<file path="src/design/i3c_ctrl_pkg.sv">
package i3c_ctrl_pkg;

  // ==============================
  // Widths
  // ==============================
  localparam int unsigned TIME_W    = 20;  // Timing values and phase counter
  localparam int unsigned DATA_W    = 8;   // One bus byte
  localparam int unsigned HALF_W    = 8;   // Push-pull half period
  localparam int unsigned BIT_IDX_W = 3;   // Bit index within a byte
  localparam int unsigned CLK_MHZ_W = 16;  // System clock in MHz

  // SDR speed, sdr0 fastest
  typedef enum logic [2:0] {
    sdr0 = 3'd0,
    sdr1 = 3'd1,
    sdr2 = 3'd2,
    sdr3 = 3'd3,
    sdr4 = 3'd4
  } sdr_mode_e;

  // Bus commands
  typedef enum logic [1:0] {
    cmd_start = 2'd0,
    cmd_stop  = 2'd1,
    cmd_tx    = 2'd2,
    cmd_rx    = 2'd3
  } bus_cmd_e;

  // Strobe payload
  typedef struct packed {
    bus_cmd_e              cmd;
    logic [DATA_W-1:0]     data;  // Only for cmd_tx
  } cmd_req_t;

  // ==============================
  // Timing configuration
  // ==============================
  // Open-drain timings, all in system clock cycles
  typedef struct packed {
    logic [TIME_W-1:0] t_r;      // Rise time
    logic [TIME_W-1:0] t_f;      // Fall time
    logic [TIME_W-1:0] thigh;    // SCL high
    logic [TIME_W-1:0] tlow;     // SCL low
    logic [TIME_W-1:0] thd_sta;  // START hold
    logic [TIME_W-1:0] tsu_sta;  // START setup
    logic [TIME_W-1:0] tsu_sto;  // STOP setup
    logic [TIME_W-1:0] tsu_dat;  // Data setup
    logic [TIME_W-1:0] thd_dat;  // Data hold
    logic [TIME_W-1:0] t_buf;    // Bus free
  } od_timing_t;

  typedef struct packed {
    logic [CLK_MHZ_W-1:0] sys_clk_mhz;  // 100, 200 or 400
    sdr_mode_e            sdr;
  } pp_cfg_t;

  // Timed phases the sequencer can load
  typedef enum logic [3:0] {
    ph_setup_start,
    ph_hold_start,
    ph_setup_data,
    ph_clock_low,
    ph_clock_pulse,
    ph_hold_bit,
    ph_setup_stop,
    ph_hold_stop,
    ph_no_delay
  } phase_e;

  typedef struct packed {
    logic scl;
    logic sda;
  } bus_lines_t;

endpackage

</file>
<file path="src/design/bus_sequencer.sv">
module bus_sequencer
  import i3c_ctrl_pkg::*;
(
  input  logic              clk_i,
  input  logic              rst_ni,
  input  logic              enable_i,
  input  logic              cmd_valid_i,  // Single-cycle strobe
  input  cmd_req_t          cmd_i,
  input  logic              expired_i,    // Timer at last cycle
  input  logic              bit_i,        // TX bit from shifter
  input  logic              last_bit_i,
  output logic              load_o,       // Timer load
  output phase_e            phase_o,
  output logic              byte_load_o,
  output logic [DATA_W-1:0] byte_data_o,
  output logic              shift_in_o,
  output logic              advance_o,
  output bus_lines_t        lines_o,
  output logic              idle_o,
  output logic              cmd_done_o,
  output logic              rx_valid_o
);

  typedef enum logic [3:0] {
    Idle,        // Lines released
    SetupStart,  // Both high before START
    HoldStart,   // SDA low under high SCL
    ClockStart,  // SCL pulled low
    ClockLow,    // Data bit driven
    ClockPulse,  // SCL high, target samples
    HoldBit,     // SCL low, data held
    SetupStop,   // SCL high, SDA low
    HoldStop     // Both high, bus free
  } state_e;

  state_e state_q, state_d;
  logic   is_tx_q;   // Direction of current byte
  logic   accept;
  logic   step;      // Current phase ends this cycle
  logic   sda_data;  // SDA during a bit

  assign idle_o = (state_q == Idle);
  assign accept = idle_o && enable_i && cmd_valid_i;  // Dropped otherwise
  assign step   = expired_i && enable_i;              // Frozen with enable low

  // Zero load for RX, since bits get shifted in
  assign byte_data_o = (cmd_i.cmd == cmd_tx) ? cmd_i.data : '0;

  // ==============================
  // Next state and strobes
  // ==============================
  always_comb begin : next_state
    state_d     = state_q;
    load_o      = 1'b0;
    phase_o     = ph_no_delay;
    byte_load_o = 1'b0;
    shift_in_o  = 1'b0;
    advance_o   = 1'b0;
    cmd_done_o  = 1'b0;
    rx_valid_o  = 1'b0;

    unique case (state_q)
      Idle: begin
        if (accept) begin
          load_o = 1'b1;
          unique case (cmd_i.cmd)
            cmd_start: begin
              state_d = SetupStart;
              phase_o = ph_setup_start;
            end
            cmd_stop: begin
              state_d = SetupStop;
              phase_o = ph_setup_stop;
            end
            default: begin  // TX or RX byte
              state_d     = ClockLow;
              phase_o     = ph_clock_low;
              byte_load_o = 1'b1;
            end
          endcase
        end
      end
      SetupStart: if (step) begin
        state_d = HoldStart;
        load_o  = 1'b1;
        phase_o = ph_hold_start;
      end
      HoldStart: if (step) begin
        state_d = ClockStart;
        load_o  = 1'b1;
        phase_o = ph_no_delay;  // One cycle with both low
      end
      ClockStart: if (step) begin
        state_d    = Idle;
        load_o     = 1'b1;
        cmd_done_o = 1'b1;      // START finished
      end
      ClockLow: if (step) begin
        state_d = ClockPulse;
        load_o  = 1'b1;
        phase_o = ph_clock_pulse;
      end
      ClockPulse: if (step) begin
        state_d    = HoldBit;
        load_o     = 1'b1;
        phase_o    = ph_hold_bit;
        shift_in_o = !is_tx_q;  // Sample at end of high phase
      end
      HoldBit: if (step) begin
        load_o = 1'b1;
        if (last_bit_i) begin
          state_d    = Idle;
          cmd_done_o = 1'b1;
          rx_valid_o = !is_tx_q;  // Full byte in shifter now
        end else begin
          state_d   = ClockLow;
          phase_o   = ph_clock_low;
          advance_o = 1'b1;
        end
      end
      SetupStop: if (step) begin
        state_d = HoldStop;
        load_o  = 1'b1;
        phase_o = ph_hold_stop;
      end
      HoldStop: if (step) begin
        state_d    = Idle;
        load_o     = 1'b1;
        cmd_done_o = 1'b1;      // Bus free time over
      end
      default: state_d = Idle;
    endcase
  end

  // ==============================
  // Line values
  // ==============================
  assign sda_data = is_tx_q ? bit_i : 1'b1;  // Released for RX

  always_comb begin : line_values
    unique case (state_q)
      HoldStart:  lines_o = '{scl: 1'b1, sda: 1'b0};
      ClockStart: lines_o = '{scl: 1'b0, sda: 1'b0};
      ClockLow,
      HoldBit:    lines_o = '{scl: 1'b0, sda: sda_data};
      ClockPulse: lines_o = '{scl: 1'b1, sda: sda_data};
      SetupStop:  lines_o = '{scl: 1'b1, sda: 1'b0};
      default:    lines_o = '{scl: 1'b1, sda: 1'b1};  // Idle, SetupStart, HoldStop
    endcase
  end

  always_ff @(posedge clk_i or negedge rst_ni) begin : state_reg
    if (!rst_ni) begin
      state_q <= Idle;
      is_tx_q <= 1'b0;
    end else begin
      state_q <= state_d;
      if (accept && (cmd_i.cmd == cmd_tx || cmd_i.cmd == cmd_rx)) begin
        is_tx_q <= (cmd_i.cmd == cmd_tx);
      end
    end
  end

endmodule

</file>
<file path="src/design/byte_shifter.sv">
module byte_shifter
  import i3c_ctrl_pkg::*;
(
  input  logic              clk_i,
  input  logic              rst_ni,
  input  logic              load_i,      // New byte, index back to MSB
  input  logic [DATA_W-1:0] data_i,      // TX byte, zero for RX
  input  logic              shift_in_i,  // Take sda_i at LSB end
  input  logic              advance_i,   // Next bit
  input  logic              sda_i,
  output logic              bit_o,       // Current TX bit
  output logic              last_bit_o,
  output logic [DATA_W-1:0] data_o
);

  logic [DATA_W-1:0]    shift_q;
  logic [BIT_IDX_W-1:0] idx_q;

  // ==============================
  // Bit index
  // ==============================
  always_ff @(posedge clk_i or negedge rst_ni) begin : bit_index
    if (!rst_ni) begin
      idx_q <= BIT_IDX_W'(DATA_W - 1);
    end else if (load_i) begin
      idx_q <= BIT_IDX_W'(DATA_W - 1);  // MSB first
    end else if (advance_i) begin
      idx_q <= idx_q - 1'b1;
    end
  end

  // ==============================
  // Data register
  // ==============================
  // TX keeps the byte still and indexes it, RX shifts toward the MSB
  always_ff @(posedge clk_i) begin : shift_reg
    if (load_i) begin
      shift_q <= data_i;
    end else if (shift_in_i) begin
      shift_q <= {shift_q[DATA_W-2:0], sda_i};
    end
  end

  assign bit_o      = shift_q[idx_q];
  assign last_bit_o = (idx_q == '0);  // Bit 0 in flight
  assign data_o     = shift_q;

endmodule

</file>
<file path="src/design/i3c_ctrl_top.sv">
module i3c_ctrl_top
  import i3c_ctrl_pkg::*;
(
  input  logic              clk_i,
  input  logic              rst_ni,
  input  logic              enable_i,      // Host enable gate
  input  logic              od_pp_mode_i,  // 0 open-drain, 1 push-pull
  input  od_timing_t        od_timing_i,
  input  pp_cfg_t           pp_cfg_i,
  input  logic              cmd_valid_i,
  input  cmd_req_t          cmd_i,
  input  logic              sda_i,         // Sampled bus data
  output bus_lines_t        lines_o,
  output logic              idle_o,
  output logic              cmd_done_o,
  output logic              rx_valid_o,
  output logic [DATA_W-1:0] rx_data_o
);

  // Sequencer to timer
  logic              tmr_load;
  phase_e            tmr_phase;
  logic              tmr_expired;
  // Sequencer to shifter
  logic              byte_load;
  logic [DATA_W-1:0] byte_data;
  logic              shift_in;
  logic              advance;
  logic              tx_bit;
  logic              last_bit;

  bus_sequencer u_bus_sequencer (
    .clk_i, .rst_ni, .enable_i, .cmd_valid_i, .cmd_i,
    .expired_i   (tmr_expired),
    .bit_i       (tx_bit),
    .last_bit_i  (last_bit),
    .load_o      (tmr_load),
    .phase_o     (tmr_phase),
    .byte_load_o (byte_load),
    .byte_data_o (byte_data),
    .shift_in_o  (shift_in),
    .advance_o   (advance),
    .lines_o, .idle_o, .cmd_done_o, .rx_valid_o
  );

  phase_timer u_phase_timer (
    .clk_i, .rst_ni, .enable_i, .od_pp_mode_i, .od_timing_i, .pp_cfg_i,
    .load_i    (tmr_load),
    .phase_i   (tmr_phase),
    .expired_o (tmr_expired)
  );

  byte_shifter u_byte_shifter (
    .clk_i, .rst_ni, .sda_i,
    .load_i     (byte_load),
    .data_i     (byte_data),
    .shift_in_i (shift_in),
    .advance_i  (advance),
    .bit_o      (tx_bit),
    .last_bit_o (last_bit),
    .data_o     (rx_data_o)  // RX byte valid with rx_valid_o
  );

endmodule

</file>
<file path="src/design/phase_timer.sv">
module phase_timer
  import i3c_ctrl_pkg::*;
(
  input  logic       clk_i,
  input  logic       rst_ni,
  input  logic       enable_i,      // Freezes count when low
  input  logic       od_pp_mode_i,  // 0 open-drain, 1 push-pull
  input  od_timing_t od_timing_i,
  input  pp_cfg_t    pp_cfg_i,
  input  logic       load_i,
  input  phase_e     phase_i,
  output logic       expired_o      // Last cycle of phase
);

  logic [HALF_W-1:0]        half_period;
  logic signed [TIME_W+1:0] od_len;    // Two spare bits for sums and differences
  logic signed [TIME_W+1:0] pp_len;
  logic signed [TIME_W+1:0] raw_len;
  logic [TIME_W-1:0]        load_len;  // Clamped
  logic [TIME_W-1:0]        count_q;

  // Zero-extend a timing field to the wide signed range
  function automatic logic signed [TIME_W+1:0] ext(input logic [TIME_W-1:0] val);
    ext = {2'b00, val};
  endfunction

  pp_period_lut u_pp_period_lut (
    .pp_cfg_i      (pp_cfg_i),
    .half_period_o (half_period)
  );

  // ==============================
  // Phase length
  // ==============================
  always_comb begin : od_length
    unique case (phase_i)
      ph_setup_start: od_len = ext(od_timing_i.t_r) + ext(od_timing_i.tsu_sta);
      ph_hold_start:  od_len = ext(od_timing_i.t_f) + ext(od_timing_i.thd_sta);
      ph_setup_data:  od_len = ext(od_timing_i.t_r) + ext(od_timing_i.tsu_dat);
      ph_clock_low:   od_len = ext(od_timing_i.tlow) - ext(od_timing_i.thd_dat);
      ph_clock_pulse: od_len = ext(od_timing_i.t_r) + ext(od_timing_i.thigh);
      ph_hold_bit:    od_len = ext(od_timing_i.t_f) + ext(od_timing_i.thd_dat);
      ph_setup_stop:  od_len = ext(od_timing_i.t_r) + ext(od_timing_i.tsu_sto);
      ph_hold_stop:   od_len = ext(od_timing_i.t_r) + ext(od_timing_i.t_buf)
                             - ext(od_timing_i.tsu_sta);
      default:        od_len = 'sd1;  // ph_no_delay
    endcase
  end

  // Push-pull, 50% duty clock and single-cycle edges
  assign pp_len = (phase_i == ph_clock_low || phase_i == ph_clock_pulse) ?
                  {{(TIME_W+2-HALF_W){1'b0}}, half_period} : 'sd1;

  assign raw_len = od_pp_mode_i ? pp_len : od_len;

  always_comb begin : clamp_length
    if (raw_len < 1) begin
      load_len = TIME_W'(1);                 // Negative or zero length
    end else if (raw_len[TIME_W+1:TIME_W] != 2'b00) begin
      load_len = '1;                         // Saturate
    end else begin
      load_len = raw_len[TIME_W-1:0];
    end
  end

  // ==============================
  // Down counter
  // ==============================
  always_ff @(posedge clk_i or negedge rst_ni) begin : counter
    if (!rst_ni) begin
      count_q <= TIME_W'(1);
    end else if (load_i) begin
      count_q <= load_len;
    end else if (enable_i && (count_q > TIME_W'(1))) begin
      count_q <= count_q - 1'b1;  // Stops at 1
    end
  end

  assign expired_o = (count_q == TIME_W'(1));

endmodule

</file>
<file path="src/design/pp_period_lut.sv">
module pp_period_lut
  import i3c_ctrl_pkg::*;
(
  input  pp_cfg_t             pp_cfg_i,
  output logic [HALF_W-1:0]   half_period_o  // SCL half period in clk_i cycles
);

  // Rounded up so SCL never runs faster than the SDR limit
  always_comb begin : lut
    unique case (pp_cfg_i.sys_clk_mhz)
      CLK_MHZ_W'(200): begin
        unique case (pp_cfg_i.sdr)
          sdr0:    half_period_o = 8'd8;    // 12.5 MHz
          sdr1:    half_period_o = 8'd13;
          sdr2:    half_period_o = 8'd17;
          sdr3:    half_period_o = 8'd25;   // 4 MHz
          sdr4:    half_period_o = 8'd50;   // 2 MHz
          default: half_period_o = 8'd50;   // Slowest
        endcase
      end
      CLK_MHZ_W'(400): begin
        unique case (pp_cfg_i.sdr)
          sdr0:    half_period_o = 8'd16;   // 12.5 MHz
          sdr1:    half_period_o = 8'd25;   // 8 MHz
          sdr2:    half_period_o = 8'd34;
          sdr3:    half_period_o = 8'd50;   // 4 MHz
          sdr4:    half_period_o = 8'd100;  // 2 MHz
          default: half_period_o = 8'd100;  // Slowest
        endcase
      end
      default: begin
        // 100 MHz, also the fallback for any other clock
        unique case (pp_cfg_i.sdr)
          sdr0:    half_period_o = 8'd4;    // 12.5 MHz
          sdr1:    half_period_o = 8'd7;
          sdr2:    half_period_o = 8'd9;
          sdr3:    half_period_o = 8'd13;
          sdr4:    half_period_o = 8'd25;   // 2 MHz
          default: half_period_o = 8'd25;   // Slowest
        endcase
      end
    endcase
  end

endmodule

</file>
<file path="config.mk">
export PLATFORM = sky130hd
export DESIGN_NAME = i3c_ctrl_top
export DESIGN_NICKNAME = d
export VERILOG_FILES = /design/src/design/i3c_ctrl_pkg.sv /design/src/design/bus_sequencer.sv /design/src/design/byte_shifter.sv /design/src/design/i3c_ctrl_top.sv /design/src/design/phase_timer.sv /design/src/design/pp_period_lut.sv
export SDC_FILE = /design/constraint.sdc
export NUM_CORES = 1
export LEC_CHECK = 0
export BUFFER_PORTS_ARGS = -buffer_cell sky130_fd_sc_hd__buf_2
export CORE_UTILIZATION = 55
export CTS_CLUSTER_DIAMETER = 60
export DETAILED_ROUTE_END_ITERATION = 10
export GPL_ROUTABILITY_DRIVEN = 0
export PLACE_DENSITY = 0.95
export RECOVER_POWER = 50
export SLEW_MARGIN = 20
export SYNTH_ARGS = -nofsm -noshare
export SYNTH_HDL_FRONTEND = slang
export SYNTH_SLANG_ARGS = --single-unit
</file>
<file path="constraint.sdc">
create_clock -name clk_i -period 6.15 [get_ports clk_i]
set_input_delay 1.23 -clock clk_i [delete_from_list [all_inputs] [get_ports clk_i]]
set_output_delay 1.23 -clock clk_i [all_outputs]
set_load 0.02 [all_outputs]
</file>
==> flow_results.org, run 1 <==
** Status
- The flow ran to the end, but the final reports show violations.
- Failing checks :: max-capacitance violations, max-slew violations

** Place
- # port buffers :: around 230
- Cell area after placement :: 0.0105 mm²
- After detailed placement, the design holds a cell count of 1673.
- Detailed placement HPWL :: around 25 mm

** Layout
- Area taken by multi-input logic gates :: 0.00730 mm²
- Final core utilization :: between 70 and 80%
- Fin nets :: 1842
- The post-route netlist has 26.6% of its cells at a drive strength greater than 1.
- With fillers left out, the area of the finished cells amounts to about 0.011 mm².
- Counting the fill cells in the layout gives 1073.
- The sequential cells in the finished layout cover a total of 946 µm².
- Layout area overhead :: 27.6%
- The finished layout holds 1687 standard cells, fillers aside.

** Yosys
- Simple logic cell fraction of the synthesized area :: 24.1%
- Counting flops and latches in the post-synthesis netlist gives 36.
- Xor/xnor cell area share of the yosys netlist :: around a tenth
- Among all flip-flop cells after synthesis, the most frequent one is dfrtp_1.
- Async S/R FF share, synth :: 77.8%
- nand2_1 is the most common cell in the netlist.
- Count of different cell masters after synthesis :: 82
- By area the synthesized netlist is led by ha_1 15%, dfrtp_1 7.0%, nand2_1 6.5%.
- Syn Std Cell Area :: 0.00853 mm²
- In this run the biggest area consumer among cell types represents 15.4% of the synthesized area.
- By count the netlist is led by 147 x nand2_1, 105 x ha_1, 104 x a21oi_1.
- Dividing the synthesized area by the synthesized cell count gives 7.17 µm².
- Yosys warnings :: 0
- Syn_nets :: ~1500
- Summing the sequential cell areas from Yosys gives between 10% and 20% of the chip area.
- Of the total synthesized cell area, the portion taken by full adders, half adders and majority gates is 16.6%.
- Summing the areas of all compound-gate instances in the mapped netlist gives 32.6% of the synthesized area.
- After synthesis, the share of cell area in mux cells is approximately 1%.
- Number of enable flip-flop cells after synthesis :: 8
- After synthesis, the largest family of logic cells by area is compound AO/OA/AOI/OAI gates.
- ha_1 takes more of the synthesized area than any other cell.
- Number of standard cells after synthesis :: 1191

** Power and ir drop
- Power consumption :: approximately 2.2 mW
- In this run the power density over the cells is 203 mW/mm².
- Standby leakage power :: 5.18 nW
- Peak VDD IR :: 0.147 mV

** Clocking
- Number of buffers on the longest clock path :: 2
- Clk Latency, worst-skew pair :: 0.29 ns
- Clk slew on worst S/H paths :: 0.06 ns
- Hold buffers post-CTS :: 0
- Buffers inserted during clock tree synthesis total 5.
- CTS Sinks :: 36
- CTS tree :: built
- In this run the number of H-tree levels came out at 2.
- Library cell used as clock root buffer :: clkbuf_16

** Worst setup path
- Worst Setup Path Type :: in -> reg
- Slowest cell on the critical path :: o21ai_0
- CP arrival :: 6.35 ns
- On the worst path, the slowest cell contributes a delay of 0.42 ns.
- The worst setup path is captured at a flop.
- Critical path startpoint category :: input pin
- Counting stages on the worst path, the most repeated cell is a21oi_2.
- In this run the worst path has a maximum fanout of 4.
- Worst EP required :: 6.36 ns

** STA
- Clock skew on the completed layout was measured at 0.00628 ns.
- For this run, the top clock speed supported by timing is 163 MHz.
- Period utilisation layout :: 99.8%
- Setup violations remaining at the end of the flow were counted as 0.
- Worst relative slew slack :: -4.15%
- The final-report hold violation count came to 0.
- For the finished layout, the period the worst path requires is between 6 and 7 ns.
- Setup repair after global routing missed its margin :: yes
- Slew at the pin closest to its max-slew limit :: 1.56 ns
- The count of final max-slew check failures was 29.

** Die
- Die outline area :: 0.0160 mm²
- The initialized floorplan defines 45 standard-cell rows.
- During I/O placement, the number of pins put on the boundary was between 200 and 250.
- Height of the chip :: 127 µm
- In this run the standard cell core region covers 0.0151 mm².
- The initial utilization of the core area, before any placement, comes to 56.3%.
- The die is 127 µm wide.

** Global routing
- Initial antenna violation count :: 0
- Global Route Usage Sum :: 38.6%
- Pin count of the biggest net entering global routing :: 29
- The via count of the first global-routing pass is 10500.
- The total overflow left after global routing is 0.
- The first global-routing pass estimated between 40 and 50 mm of wire.

** Drt
- Once detail routing completed, the nets flagged for antenna violations numbered 0.
- Length of the first detailed-routing pass in iterations :: 6
- After detailed routing, the average wire length per cell comes to 19.0 µm.
- Wires add up to roughly 32 mm.
- In the routed design, unresolved DRC markers number 0.
- For this block, the via count after detailed routing is 11200.
- DRC marker count from the first detailed-route iteration :: 1418
- Vias per Instance :: ~6.6

** Run
- Max-cap viol count :: 1

** Min path
- The path class of the tightest hold or removal check is reg -> reg.
power by group:
group | total [mW] | leakage (nW) | internal, mW | switching (mW)
sequential | 0.432 | 0.363 | 0.323 | 0.109
combinational | 1.48 | 4.73 | 0.664 | 0.818
clock | 0.300 | 0.0841 | 0.191 | 0.109
what timing repair did:
action | CTS | global route
endpoints found under the setup margin | 19 | 20
resized for setup | 4 | 33
setup buffers | 1 | 4
hold endpoints to repair | 0 | 0
pin swaps | 3 | 21
final timing paths:
path,endpoint,cells past startpoint,start,slack (ns)
hold reg to reg,u_phase_timer.count_q[1],1,u_phase_timer.count_q[1],0.56
setup reg to reg,u_phase_timer.count_q[2],23,u_bus_sequencer.state_q[3],0.21
setup / recovery,u_phase_timer.count_q[19],26,od_timing_i[185],0.01
max in group asynchronous,u_phase_timer.count_q[17],1,rst_ni,3.92
hold / removal,u_phase_timer.count_q[1],1,u_phase_timer.count_q[1],0.56
min in group asynchronous,u_bus_sequencer.state_q[2],1,rst_ni,1.32
kinds of logic after synthesis:
family          Yosys count
compound gates          423
mux                       6
flops                    36
xor+xnor                 92
buf+inv                 110
simple gates            414
fa+ha+maj               110
metal layers:
| layer | up-vias | routed length, µm | global-route usage (%) |
|---|---|---|---|
| met2 | 868 | 14700 | 66.3 |
| li1 | 5046 | - | - |
| met1 | 5024 | 11200 | 43.2 |
| met3 | 220 | 3860 | 8.48 |
| met4 | 0 | 2220 | 24.8 |
| met5 | - | 0 | 0 |
final cells by class:
| cell class | instances | share of cell area, % |
|---|---|---|
| diodes | 1 | 0.0230 |
| flip-flops and latches | 36 | 8.68 |
| clock buffers | 5 | 1.15 |
| clock inverters | 3 | 0.379 |
| multi-input cells | 1045 | 67.0 |
| inverters | 70 | 2.41 |
| repair buffers | 339 | 18.2 |
| well taps | 188 | 2.16 |
state kept, by name, indices dropped and copies added, names as in the netlist:
register	flops
u_bus_sequencer.is_tx_q	1
u_bus_sequencer.state_q	4
u_phase_timer.count_q	20
u_byte_shifter.data_o	8
u_byte_shifter.idx_q	3
critical path, delay by kind of cell:
family                   cells  cell delay (ns)
adder cells (fa/ha/maj)      2             0.64
buffers and inverters        3             0.46
XOR/XNOR                     1             0.16
AND/OR/NAND/NOR              3             0.54
AO/OA/AOI/OAI               17             3.30
metrics by stage:
step | setup slack (ns) | setup TNS [ns] | hold WS [ns]
floorplan | 0.140 | 0 | 0.489
global placement | -0.260 | -3.06 | 0.530
detailed placement | -0.489 | -7.43 | 0.550
CTS | 0.0171 | 0 | 0.564
global route | -0.157 | -1.32 | 0.597
finish | 0.0130 | 0 | 0.565
layout by cell type, fill, tap and decap left out, types with 31 or more instances in the layout:
| cell | instances |
|---|---|
| xor2_1 | 36 |
| nor2_1 | 83 |
| inv_1 | 70 |
| nand2_1 | 147 |
| a22oi_1 | 34 |
| buf_4 | 112 |
| xnor2_1 | 56 |
| a21oi_1 | 97 |
| nor3_1 | 31 |
| o21ai_0 | 77 |
| buf_2 | 216 |
| ha_1 | 104 |
(Power assumes the default switching activity.)
==> run 2: changes to the inputs <==
--- a/config.mk
+++ b/config.mk
@@ -6,6 +6,7 @@
 export NUM_CORES = 1
 export LEC_CHECK = 0
 export BUFFER_PORTS_ARGS = -buffer_cell sky130_fd_sc_hd__buf_2
+export CORE_ASPECT_RATIO = 1.5
 export CORE_UTILIZATION = 55
 export CTS_CLUSTER_DIAMETER = 60
 export DETAILED_ROUTE_END_ITERATION = 10
==> run 2 against run 1 <==
Critical endpoint is now u_phase_timer.count_q[2]. Count of clock-buffer cells in the layout grew 3. Wire length shrank 3.0%. Worst hold slack lost 0.0024 ns. Combinational power shrank 5%. Clock skew shrank 0.0028 ns. Global-route usage shrank 0.54 points. The run still ends with max-capacitance violations, max-slew violations left. Clock power is essentially flat. Sequential power is essentially flat. First-iteration DRC count shrank 8.7%. Final area shrank 2.5%. Fmax grew 2.9%.
==> flow_results.org, run 2 (synthesis results as in run 1) <==
** Clocking
- Hold buffers post-CTS :: 0 (unchanged)
- CTS tree :: built
- Post-CTS Setup Inserts :: 0 (-1)
- The maximum root-to-sink buffer count is 2 (unchanged).
- The clock insertion delay at the later pin of the skew report came to 0.29 ns (about the same).
- The number of buffers created by CTS was 5 (unchanged).
- H-tree lvl count :: 2 (unchanged)
- Library cell used as clock root buffer :: clkbuf_16
- The count of clock tree sinks came to 36 (unchanged).
- The register clock-pin slew on the reported worst setup and hold paths was 0.06 ns (about the same).

** Worst setup path
- Worst Setup Path Type :: in -> reg
- The top fanout value on the critical path came to 7 (+3).
- CP max stage delay :: 0.43 ns (about the same)
- Counting stages on the worst path, the most repeated cell is a21oi_1.
- STA classifies the critical path endpoint as a flop.
- CP arrival :: 6.12 ns (-0.23 ns)
- STA classifies the critical path startpoint as an input pin.
- Among all stages on the critical path, the largest delay is contributed by or3_1.
- The required arrival time at the worst endpoint is 6.31 ns (-0.05 ns).

** Place
- # port buffers :: 227 (unchanged)
- The number of placed instances with taps included was 1663 (-0.60%).
- Detailed placement HPWL :: 24.8 mm (-2.7%)

** Layout
- Fin nets :: 1816 (-1.4%)
- The post-layout instance count excluding filler cells is 1671 (-0.95%).
- The number of diodes was 0 (-1).
- The flip-flop count of the largest register, all copies and words added was 20 (unchanged).
- The filler cell count in the final layout was 1116 (+4.0%).
- The area growth from synthesis to layout is 24.5%.
- In the layout the commonest cells are 218 x buf_2, 147 x nand2_1, 104 x ha_1.
- The register with the most flip-flops in the final layout is u_phase_timer.count_q.
- Fraction of layout cells with a size suffix above 1 :: 24.7% (-1.9 points)
- Most frequent standard cell in the layout excluding fill and tap cells :: buf_2

** Drt
- Total wirelength of the detailed-routed design :: 31.1 mm (-3.0%)
- Antenna violation net count after detailed routing :: 0 (unchanged)
- The average via count per standard cell was 6.64 (+0.32%).
- Length of the first detailed-routing pass in iterations :: 7 (+1)
- Residual DRC count :: 0 (unchanged)
- DRC marker count from the first detailed-route iteration :: 1294 (-8.7%)
- The routed via count was 11100 (-0.63%).
- The average routed wire per standard cell was 18.6 µm (-2.1%).

** Die
- Die outline area :: 0.0160 mm² (about the same)
- The initial standard-cell utilization of the core is 56.4% (about the same).
- The count of pins on the block boundary came to 248 (unchanged).
- The die height is 155 µm (+22%).
- Width of the die :: 104 µm (-18%)
- Cell Rows :: 55 (+22%)
- Area of the placeable core :: 0.0151 mm² (about the same)

** STA
- Final setup fails :: 0 (unchanged)
- Worst relative slew slack :: -5.19% (-1.0 points)
- The largest clock skew in the final design came to 0.00348 ns (-0.00280 ns).
- Period utilisation layout :: 97.0% (-2.8 points)
- Fin. Hold Viols :: 0 (unchanged)
- Slew at the pin closest to its max-slew limit :: 1.58 ns (+0.0157 ns)
- Post-layout minimum cycle time :: 5.96 ns (-0.174 ns)
- The achievable clock frequency was 168 MHz (+2.9%).
- The count of final max-slew check failures was 29 (unchanged).
- Minimum hold slack :: 0.562 ns (-0.00238 ns)

** Power and ir drop
- The total internal power was 1.16 mW (-1.9%).
- The part of the total power dissipated in combinational logic is 65.7% (-1.2 points).
- The standby leakage power was 5.03 nW (-2.8%).
- The switching component of the power was 989 µW (-4.5%).
- The part of the total power dissipated in sequential elements came to 20.2% (+0.7 points).
- The clock network fraction of total power is 14.1% (+0.5 points).
- The power density over the cells is 202 mW/mm² (-0.66%).
- The net switching share of the total power is 46.1% (-0.68 points).
- The maximum vdd ir drop is 0.222 mV (+51%).

** Global routing
- First-pass GRT wire length :: 49.6 mm (-0.32%)
- Congestion Overflow GR :: 0 (unchanged)
- The combined global-route utilization of all metal layers came to 38.0% (-0.54 points).
- Pin count of the biggest net entering global routing :: 40 (+38%)
- The initial antenna violation count was 0 (unchanged).
- Number of global-route vias before repair :: 11100 (+5.5%)

** Min path
- Worst min path class :: reg -> reg

** Status
- Status :: finished, violations left
- The final reports fail on max-capacitance violations, max-slew violations.

** Run
- The count of maximum capacitance violations was 1 (unchanged).
## run 2: layout make-up
type,instances,area (µm²),share of cell area [%]
tap,199,249,2.34
timing repair buffer,313,1770,16.6
clock buffer,8,178,1.67
inverter,70,263,2.47
multi-input combinational,1045,7220,68.0
sequential,36,946,8.91
## run 2: critical path: cells and delay by family
kind | cells | cell delay (ns)
AO/OA/AOI/OAI | 13 | 2.53
adder cells (fa/ha/maj) | 2 | 0.51
XOR/XNOR | 1 | 0.09
buffers and inverters | 4 | 0.49
AND/OR/NAND/NOR | 6 | 1.23
## run 2: metrics by stage
step / area [µm²] / utilization (%) / total power, mW / TNS (ns) / setup slack, ns
6_report: 10600 / 70.2 / 2.14 / 0 / 0.187
5_1_grt: 10600 / 70.2 / 2.28 / -0.0199 / -0.0199
4_1_cts: 10600 / 69.9 / 2.06 / 0 / 0.0538
3_5_place_dp: 10400 / 68.6 / 1.74 / -6.72 / -0.450
3_3_place_gp: 10400 / 68.6 / 1.69 / -4.72 / -0.322
2_1_floorplan: 8530 / - / 1.30 / 0 / 0.140
## run 2: timing repair
item | CTS | global route
pin swaps | 4 | 8
hold endpoints to repair | 0 | 0
resized for setup | 3 | 16
setup endpoints to repair | 12 | 20
## run 2: path summary, 6_finish.rpt
check / start / to / slack [ns] / cells past startpoint
min in group asynchronous: rst_ni / u_bus_sequencer.is_tx_q / 1.32 / 1
max in group asynchronous: rst_ni / u_phase_timer.count_q[19] / 3.90 / 1
worst min-delay path: u_bus_sequencer.is_tx_q / u_bus_sequencer.is_tx_q / 0.56 / 2
worst min register to register: u_bus_sequencer.is_tx_q / u_bus_sequencer.is_tx_q / 0.56 / 2
worst max register to register: u_phase_timer.count_q[16] / u_phase_timer.count_q[0] / 0.31 / 22
worst max-delay path: od_timing_i[1] / u_phase_timer.count_q[2] / 0.19 / 26
## run 2: metal layers
metal	vias up	GRT usage, %	wire length, µm
met2	824	68.7	15100
met5	-	0	0
met1	4980	38.5	10300
li1	5000	-	-
met4	0	31.5	2910
met3	284	5.98	2740
## run 2: power groups by stage
stage                     sequential, mW  clock (mW)  combinational, mW
after floorplan                    0.393           0              0.908
after global placement             0.420           0               1.27
after detailed placement           0.427           0               1.32
after CTS                          0.427       0.300               1.34
after global routing               0.444       0.312               1.52
final                              0.434       0.302               1.41
